`config.mk`:
```
export PLATFORM = sky130hd
export DESIGN_NAME = rob_subsystem
export DESIGN_NICKNAME = d
export VERILOG_FILES = /design/src/design/rob_pkg.sv /design/src/design/reg_file.sv /design/src/design/rob.sv /design/src/design/rob_subsystem.sv /design/src/design/rob_value_buf.sv
export SDC_FILE = /design/constraint.sdc
export NUM_CORES = 2
export LEC_CHECK = 0
export BUFFER_PORTS_ARGS = -buffer_cell sky130_fd_sc_hd__clkbuf_2
export CORE_ASPECT_RATIO = 1.25
export CORE_UTILIZATION = 40
export DETAILED_ROUTE_END_ITERATION = 7
export PLACE_DENSITY = 0.6
export SLEW_MARGIN = 20
export SYNTH_ARGS = -nofsm -noshare
export SYNTH_HDL_FRONTEND = slang
export SYNTH_HIERARCHICAL = 1
export SYNTH_SLANG_ARGS = --single-unit
```
`constraint.sdc`:
```
create_clock -name clk -period 11.2 [get_ports clk]
set_clock_uncertainty 0.05 [all_clocks]
set_input_delay 2.24 -clock clk [delete_from_list [all_inputs] [get_ports clk]]
set_output_delay 2.24 -clock clk [all_outputs]
set_load 0.05 [all_outputs]
```
`src/design/rob_pkg.sv`:
```
`default_nettype none

package rob_pkg;

    localparam int rob_entries = 8;
    localparam int num_regs = 32;

    typedef logic [$clog2(rob_entries)-1:0] rob_tag_t;
    typedef logic [$clog2(rob_entries):0]   rob_count_t;
    typedef logic [4:0]                     reg_idx_t;
    typedef logic [31:0]                    word_t;

    typedef enum logic [1:0] {
        op_alu,
        op_ld,
        op_st,
        op_br
    } op_t;

    // one instruction from the issue stage
    typedef struct packed {
        op_t      op;
        reg_idx_t rd;
        reg_idx_t st_src;
        reg_idx_t src;
    } dispatch_t;

    // value is the ALU result, or the address for loads and stores
    typedef struct packed {
        rob_tag_t tag;
        word_t    value;
        logic     mispredict;
    } complete_t;

    typedef struct packed {
        logic     valid;
        reg_idx_t rd;
        rob_tag_t tag;
        word_t    value;
    } commit_t;

    typedef struct packed {
        logic     busy;
        rob_tag_t tag;
        word_t    value;
    } operand_t;

endpackage

`default_nettype wire

```
`src/design/reg_file.sv`:
```
`default_nettype none

module reg_file (
    input  logic              clk,
    input  logic              rst,
    input  logic              rename_en,
    input  rob_pkg::reg_idx_t rename_rd,
    input  rob_pkg::rob_tag_t rename_tag,
    input  rob_pkg::commit_t  commit,
    input  logic              flush,
    input  rob_pkg::reg_idx_t src,
    output rob_pkg::operand_t operand,
    input  rob_pkg::reg_idx_t st_rd_idx,
    output rob_pkg::word_t    st_data
);
    import rob_pkg::*;

    word_t               value_q [num_regs];
    rob_tag_t            tag_q   [num_regs];
    logic [num_regs-1:0] busy_q;

    logic rename_hit;
    logic commit_hit;

    // x0 is hardwired, so it is never written or renamed
    assign rename_hit = rename_en && (rename_rd != '0);
    assign commit_hit = commit.valid && (commit.rd != '0);

    always_ff @(posedge clk) begin
        if (rst) begin
            busy_q <= '0;
            for (int i = 0; i < num_regs; i++) begin
                value_q[i] <= '0;
            end
        end else begin
            if (commit_hit) begin
                value_q[commit.rd] <= commit.value;
                // a younger producer keeps the register busy
                if (tag_q[commit.rd] == commit.tag) begin
                    busy_q[commit.rd] <= 1'b0;
                end
            end
            if (flush) begin
                busy_q <= '0;
            end
            // a rename in the same cycle overrides commit and flush
            if (rename_hit) begin
                busy_q[rename_rd] <= 1'b1;
            end
        end
    end

    always_ff @(posedge clk) begin
        if (rename_hit) begin
            tag_q[rename_rd] <= rename_tag;
        end
    end

    // bypass the commit that lands at the coming edge
    always_comb begin
        operand.busy  = busy_q[src] && !flush;
        operand.tag   = tag_q[src];
        operand.value = value_q[src];
        if (commit_hit && (commit.rd == src)) begin
            operand.value = commit.value;
            if (tag_q[src] == commit.tag) begin
                operand.busy = 1'b0;
            end
        end
    end

    assign st_data = (commit_hit && (commit.rd == st_rd_idx)) ? commit.value
                                                              : value_q[st_rd_idx];

endmodule

`default_nettype wire

```
`src/design/rob.sv`:
```
`default_nettype none

module rob (
    input  logic               clk,
    input  logic               rst,
    input  logic               dispatch_valid,
    input  rob_pkg::dispatch_t dispatch,
    input  logic               complete_valid,
    input  rob_pkg::complete_t complete,
    input  logic               mem_resp,
    input  rob_pkg::word_t     mem_rdata,
    input  rob_pkg::word_t     head_value,
    input  rob_pkg::word_t     st_data,
    output rob_pkg::rob_tag_t  alloc_tag,
    output logic               rob_full,
    output logic               rename_en,
    output rob_pkg::rob_tag_t  value_rd_tag,
    output rob_pkg::reg_idx_t  st_rd_idx,
    output logic               mem_read,
    output logic               mem_write,
    output rob_pkg::word_t     mem_addr,
    output rob_pkg::word_t     mem_wdata,
    output rob_pkg::commit_t   commit,
    output logic               flush
);
    import rob_pkg::*;

    rob_tag_t   head_q;
    rob_tag_t   tail_q;
    rob_count_t count_q;

    // per-entry fields, indexed by tag
    op_t      op_q     [rob_entries];
    reg_idx_t rd_q     [rob_entries];
    reg_idx_t st_src_q [rob_entries];
    logic [rob_entries-1:0] alloc_q;
    logic [rob_entries-1:0] done_q;
    logic [rob_entries-1:0] mispred_q;

    logic     dispatch_fire;
    logic     complete_hit;
    logic     head_ready;
    logic     retire;
    logic     mispredict_retire;
    op_t      head_op;

    logic     commit_valid_q;
    reg_idx_t commit_rd_q;
    rob_tag_t commit_tag_q;
    word_t    commit_value_q;
    logic     flush_q;

    assign rob_full      = (count_q == rob_count_t'(rob_entries));
    assign alloc_tag     = tail_q;
    assign dispatch_fire = dispatch_valid && !rob_full;
    // stores and branches leave no register to rename
    assign rename_en     = dispatch_fire && (dispatch.op == op_alu || dispatch.op == op_ld);
    // completions for free slots are dropped
    assign complete_hit  = complete_valid && alloc_q[complete.tag];

    assign head_op    = op_q[head_q];
    assign head_ready = alloc_q[head_q] && done_q[head_q];

    // memory requests stay up until the cache answers
    assign mem_read     = head_ready && (head_op == op_ld);
    assign mem_write    = head_ready && (head_op == op_st);
    assign value_rd_tag = head_q;
    assign st_rd_idx    = st_src_q[head_q];
    assign mem_addr     = head_value;
    assign mem_wdata    = st_data;

    assign retire = head_ready && (head_op == op_alu || head_op == op_br || mem_resp);
    assign mispredict_retire = retire && (head_op == op_br) && mispred_q[head_q];

    always_ff @(posedge clk) begin
        if (rst) begin
            head_q         <= '0;
            tail_q         <= '0;
            count_q        <= '0;
            alloc_q        <= '0;
            done_q         <= '0;
            commit_valid_q <= 1'b0;
            flush_q        <= 1'b0;
        end else begin
            commit_valid_q <= retire && (head_op == op_alu || head_op == op_ld);
            flush_q        <= mispredict_retire;

            if (complete_hit) begin
                done_q[complete.tag] <= 1'b1;
            end

            if (dispatch_fire) begin
                alloc_q[tail_q] <= 1'b1;
                done_q[tail_q]  <= 1'b0;
                tail_q          <= tail_q + 1'b1;
            end

            if (retire) begin
                alloc_q[head_q] <= 1'b0;
                head_q          <= head_q + 1'b1;
            end

            if (dispatch_fire && !retire) begin
                count_q <= count_q + 1'b1;
            end else if (retire && !dispatch_fire) begin
                count_q <= count_q - 1'b1;
            end

            // the branch was the oldest entry, so everything left is younger
            if (mispredict_retire) begin
                alloc_q <= '0;
                tail_q  <= head_q + 1'b1;
                count_q <= '0;
            end
        end
    end

    always_ff @(posedge clk) begin
        if (dispatch_fire) begin
            op_q[tail_q]     <= dispatch.op;
            rd_q[tail_q]     <= dispatch.rd;
            st_src_q[tail_q] <= dispatch.st_src;
        end
        if (complete_hit) begin
            mispred_q[complete.tag] <= complete.mispredict;
        end
        if (retire) begin
            commit_rd_q    <= rd_q[head_q];
            commit_tag_q   <= head_q;
            // a load commits the word returned by the cache
            commit_value_q <= (head_op == op_ld) ? mem_rdata : head_value;
        end
    end

    always_comb begin
        commit.valid = commit_valid_q;
        commit.rd    = commit_rd_q;
        commit.tag   = commit_tag_q;
        commit.value = commit_value_q;
    end

    assign flush = flush_q;

endmodule

`default_nettype wire

```
`src/design/rob_subsystem.sv`:
```
`default_nettype none

module rob_subsystem (
    input  logic               clk,
    input  logic               rst,
    input  logic               dispatch_valid,
    input  rob_pkg::dispatch_t dispatch,
    input  logic               complete_valid,
    input  rob_pkg::complete_t complete,
    input  logic               mem_resp,
    input  rob_pkg::word_t     mem_rdata,
    output rob_pkg::rob_tag_t  alloc_tag,
    output logic               rob_full,
    output rob_pkg::operand_t  operand,
    output logic               mem_read,
    output logic               mem_write,
    output rob_pkg::word_t     mem_addr,
    output rob_pkg::word_t     mem_wdata,
    output rob_pkg::commit_t   commit,
    output logic               flush
);
    import rob_pkg::*;

    logic     rename_en;
    rob_tag_t value_rd_tag;
    word_t    head_value;
    reg_idx_t st_rd_idx;
    word_t    st_data;

    rob u_rob (
        .clk            (clk),
        .rst            (rst),
        .dispatch_valid (dispatch_valid),
        .dispatch       (dispatch),
        .complete_valid (complete_valid),
        .complete       (complete),
        .mem_resp       (mem_resp),
        .mem_rdata      (mem_rdata),
        .head_value     (head_value),
        .st_data        (st_data),
        .alloc_tag      (alloc_tag),
        .rob_full       (rob_full),
        .rename_en      (rename_en),
        .value_rd_tag   (value_rd_tag),
        .st_rd_idx      (st_rd_idx),
        .mem_read       (mem_read),
        .mem_write      (mem_write),
        .mem_addr       (mem_addr),
        .mem_wdata      (mem_wdata),
        .commit         (commit),
        .flush          (flush)
    );

    // payloads are captured straight off the completion bus
    rob_value_buf u_value_buf (
        .clk            (clk),
        .rst            (rst),
        .complete_valid (complete_valid),
        .complete       (complete),
        .value_rd_tag   (value_rd_tag),
        .head_value     (head_value)
    );

    reg_file u_reg_file (
        .clk        (clk),
        .rst        (rst),
        .rename_en  (rename_en),
        .rename_rd  (dispatch.rd),
        .rename_tag (alloc_tag),
        .commit     (commit),
        .flush      (flush),
        .src        (dispatch.src),
        .operand    (operand),
        .st_rd_idx  (st_rd_idx),
        .st_data    (st_data)
    );

endmodule

`default_nettype wire

```
`src/design/rob_value_buf.sv`:
```
`default_nettype none

module rob_value_buf (
    input  logic               clk,
    input  logic               rst,
    input  logic               complete_valid,
    input  rob_pkg::complete_t complete,
    input  rob_pkg::rob_tag_t  value_rd_tag,
    output rob_pkg::word_t     head_value
);
    import rob_pkg::*;

    // result of ALU ops, effective address of loads and stores
    word_t value_q [rob_entries];

    always_ff @(posedge clk) begin
        // nothing is captured while the core is held in reset
        if (complete_valid && !rst) begin
            value_q[complete.tag] <= complete.value;
        end
    end

    assign head_value = value_q[value_rd_tag];

endmodule

`default_nettype wire

```
==> impl_metrics.py <==
metrics = {
    "cts": {
        "ctsRootBufferMaster": "clkbuf_16",
        "cts_hold_buf": 0,
        "path_clk_slew_ps": 60,
        "cts-resized-gates": 0,
        "numCtsBuffers": 170,
        "cts_h_tree_depth": 4,
        "tritoncts_clock_tree": "built",
        "clkLatencyLatePin_ps": 820,
        "post-cts-setup-buffer-count": 0,
        "clock_sinks": 1583,
        "clk_path_buf_depth": 3,
    },
    "floorplan": {
        "initial_core_util_pct": 40.3,
        "die_area_um2": 198000,
        "die_height_um": 498,
        "chipWidth_um": 399,
        "fp-row-count": 181,
        "floorplan.core_area_um2": 195000,
        "top_level_ports": 238,
    },
    "critical_path": {
        "critPathLaunchType": "flip-flop",
        "critPathTopFamily": "multiplexers",
        "terminus_of_the_critical_flop_to_flop_path": "u_rob/count_q[3]",
        "critPathMostFrequentCell": "mux4_2",
        "ff_to_ff_setup_slack_ps": 6180,
        "critPathSlowestCell": "dfxtp_1",
        "worst_ep_arrival_time_ps": 5950,
        "cp.buffers_inverters": 2,
        "crit_end_element": "primary output",
        "slowest_delay_ps": 950,
        "critical_path_required_ps": 8910,
        "type_of_the_worst_setup_path": "flip-flop to primary output",
        "path_cells": "mux4_2 > mux2_8 > buf_4 > mux4_2 > mux4_2 > mux2i_1 > o21ai_0 > clkbuf_2",
        "worst-r2r-cell-count": 14,
        "maximum_fanout_count_along_the_critical_path": 94,
    },
    "detailed_routing": {
        "wl_um": 250000,
        "vias": 45900,
        "drt-vias-per-instance": 6.12,
        "postRouteAntennaNets": 0,
        "detail_route.drc_violations": 0,
        "drt_iter0_drc": 6006,
        "routed_length_per_placed_instance_um": 33.4,
        "detail_route.first_pass.iterations": 6,
    },
    "timing": {
        "finalSetupTns_ps": 0,
        "worst-slew-pin-transition_ps": 1220,
        "max_transition_viols_final": 0,
        "period_needed_ps": 8240,
        "report.final.setup_viol": 0,
        "period_share_pct": 73.5,
        "final-hold-violation-count": 0,
        "relative_slew_margins_pct": 18.6,
        "grt_setup_unrepaired": "false",
        "achievable-frequency_ghz": 0.121,
    },
    "layout": {
        "fillCellCount": 16700,
        "drive_gt1_share_pct": 31.4,
        "multi_input_area_um2": 29900,
        "mostFrequentLayoutCell": "edfxtp_1",
        "area_growth_pct": 11.9,
        "stdcell_count": 7492,
        "ff_latch_area_um2": 46900,
        "highest_count_cells_in_the_layout_ignoring_fill_and_taps": "edfxtp_1 (1,520), and2_1 (999), mux4_2 (733), clkbuf_2 (233), clkbuf_16 (173)",
        "layout.nets": 4868,
        "final_util_pct": 45.1,
        "layout.cell_area.non_filler_um2": 88000,
    },
    "global_routing": {
        "use_met1_pct": 33.8,
        "grt_pass1_wl_um": 348000,
        "grt_pass1_vias": 46200,
        "grt.busiest_layer": "met2",
        "grt_use_met3_pct": 5.79,
        "maximum_number_of_pins_on_one_net_before_global_route_repair": 99,
        "grt-ovfl-total": 0,
        "grt.total_usage_pct": 25.0,
        "antenna_found_initial": 28,
        "globalRouteMet2Util_pct": 39.6,
    },
    "synth": {
        "synth-seq-area-share_pct": 59.7,
        "synth-async-reset-ratio_pct": 0,
        "synthCells": 4685,
        "yosys_warnings": 6,
        "yosys_most_used_dff": "edfxtp_1",
        "syn_avg_cell_area_um2": 16.8,
        "ys_seq_elements": 1583,
        "synth_edf_count": 1520,
        "post_synth_instance_area_um2": 78600,
        "synth.lib_cells_used.distinct": 67,
    },
    "worst_hold_path": {
        "hold_path.startpoint": "u_reg_file/busy_q[31]",
        "timing.hold.worst_path_depth": 2,
        "timing.hold.worst_endpoint": "u_reg_file/busy_q[31]",
        "worst_hold_path_type": "flip-flop to flip-flop",
    },
    "placed_design": {
        "dp_cells": 7154,
        "portBuffers": 237,
        "place.detailed.hpwl_um": 136000,
        "post_detailed_placement_cell_area_um2": 82500,
        "gp_congestion": 0.825,
    },
    "outcome": {
        "run_status": "finished clean",
    },
    "power_and_ir_drop": {
        "power.density_cell_area_nw_per_um2": 159,
        "vdd_drop_max_uv": 173,
        "power.total_w": 0.0140,
        "power_leakage_nw": 30.1,
    },
    "flow_run": {
        "max_cap_violations": 0,
    },
}
-- synth_stat cells, drive strengths merged (2+ instances only) --
library cell | instances | area [um2]
o221ai | 2 | 17.5
o21ai | 76 | 380
o22ai | 43 | 275
nand3b | 9 | 67.6
and2 | 1001 | 6260
mux2 | 81 | 912
clkbuf | 313 | 1170
nor4 | 31 | 213
nor2 | 120 | 453
nand3 | 20 | 100
mux2i | 108 | 1080
nor3 | 20 | 100
nor2b | 5 | 31.3
nor3b | 4 | 35.0
or3b | 4 | 35.0
a21oi | 10 | 50.1
nand2b | 42 | 263
or3 | 7 | 43.8
o32ai | 3 | 26.3
o21bai | 5 | 37.5
dfxtp | 63 | 1260
ha | 9 | 113
o211ai | 3 | 32.5
o21a | 10 | 75.1
buf | 192 | 1230
a221oi | 5 | 61.3
xor2 | 10 | 121
mux4 | 773 | 17600
or2 | 5 | 31.3
a22oi | 5 | 37.5
nand4 | 4 | 25.0
nand2 | 136 | 510
inv | 13 | 48.8
edfxtp | 1520 | 45600
xnor2 | 12 | 105
a211oi | 7 | 62.6
-- stage by stage --
stage / worst slack [ps] / hold slack [ps]
4_1_cts: 2830 / 404
3_3_place_gp: 3030 / 390
3_5_place_dp: 3020 / 396
5_1_grt: 2730 / 435
6_report: 2960 / 408
2_1_floorplan: 3910 / 375
-- layer usage --
metal	wire [um]	part of all wire (%)
met5	102	0.041
met3	25700	10
met4	9050	3.6
met1	96600	39
met2	119000	47
-- logic make-up (layout without fill, tap and decap cells) --
family	Yosys count	count (layout)	share of synthesized area (%)
AND/OR/NAND/NOR	1412	1412	10.4
adder cells (fa/ha/maj)	10	10	0.169
flip-flops	1583	1583	59.7
buffers and inverters	519	711	3.12
XOR/XNOR	22	22	0.288
other	1	54	0.00477
multiplexers	962	962	24.9
AO/OA/AOI/OAI	176	176	1.44
-- worst register-to-register path: stages, from the launching register on --
cell and delay [ps]:
dfxtp_1 950, mux4_2 600, mux2i_1 380, ha_1 240
nor2b_1 290, nor3_1 130, a221oi_4 710, ha_1 320
inv_1 90, ha_1 280, a21o_1 170, a21oi_1 200
xnor2_1 100, or3_1 300, a21oi_1 130
-- registers in the layout (all words and copies together) (netlist names), 3 cells and up, named ones only --
register / flops
u_rob/done_q: 8
u_rob/commit_rd_q: 5
u_value_buf/value_q: 256
u_reg_file/tag_q: 96
u_reg_file/value_q: 1024
u_rob/value_rd_tag: 3
u_rob/op_q: 16
u_rob/count_q: 4
u_rob/commit_tag_q: 3
u_rob/rd_q: 40
u_rob/alloc_tag: 3
u_rob/commit_value_q: 32
u_rob/st_src_q: 40
u_rob/mispred_q: 8
u_rob/alloc_q: 8
u_reg_file/busy_q: 32
-- layout make-up --
cell class	count	area share, %
sequential	1583	53.3
timing repair buffer	382	2.77
inverter	14	0.0683
multi-input combinational	2617	34.0
tap	2562	3.64
clock buffer	223	5.18
antenna	19	0.0540
clock inverter	92	0.974
-- power breakdown --
| part | total, W | switching (W) | internal, W |
|---|---|---|---|
| registers | 0.00675 | 0.0000786 | 0.00667 |
| clock network | 0.00554 | 0.00240 | 0.00313 |
| logic | 0.00168 | 0.00103 | 0.000651 |
| total | 0.0140 | 0.00351 | 0.0105 |
-- worst max-delay path by stage --
stage           startpoint            end  slack, ps  cells after the start
2_1_floorplan  dispatch[0]    operand[35]       3910                      7
3_3_place_gp   dispatch[0]    operand[22]       3030                      7
3_5_place_dp   dispatch[0]    operand[22]       3020                      7
4_1_cts          flip-flop  mem_wdata[22]       2830                      8
5_1_grt          flip-flop  mem_wdata[23]       2730                      8
6_report         flip-flop  mem_wdata[23]       2960                      8
Note: power is estimated with default switching activity, not from simulation.
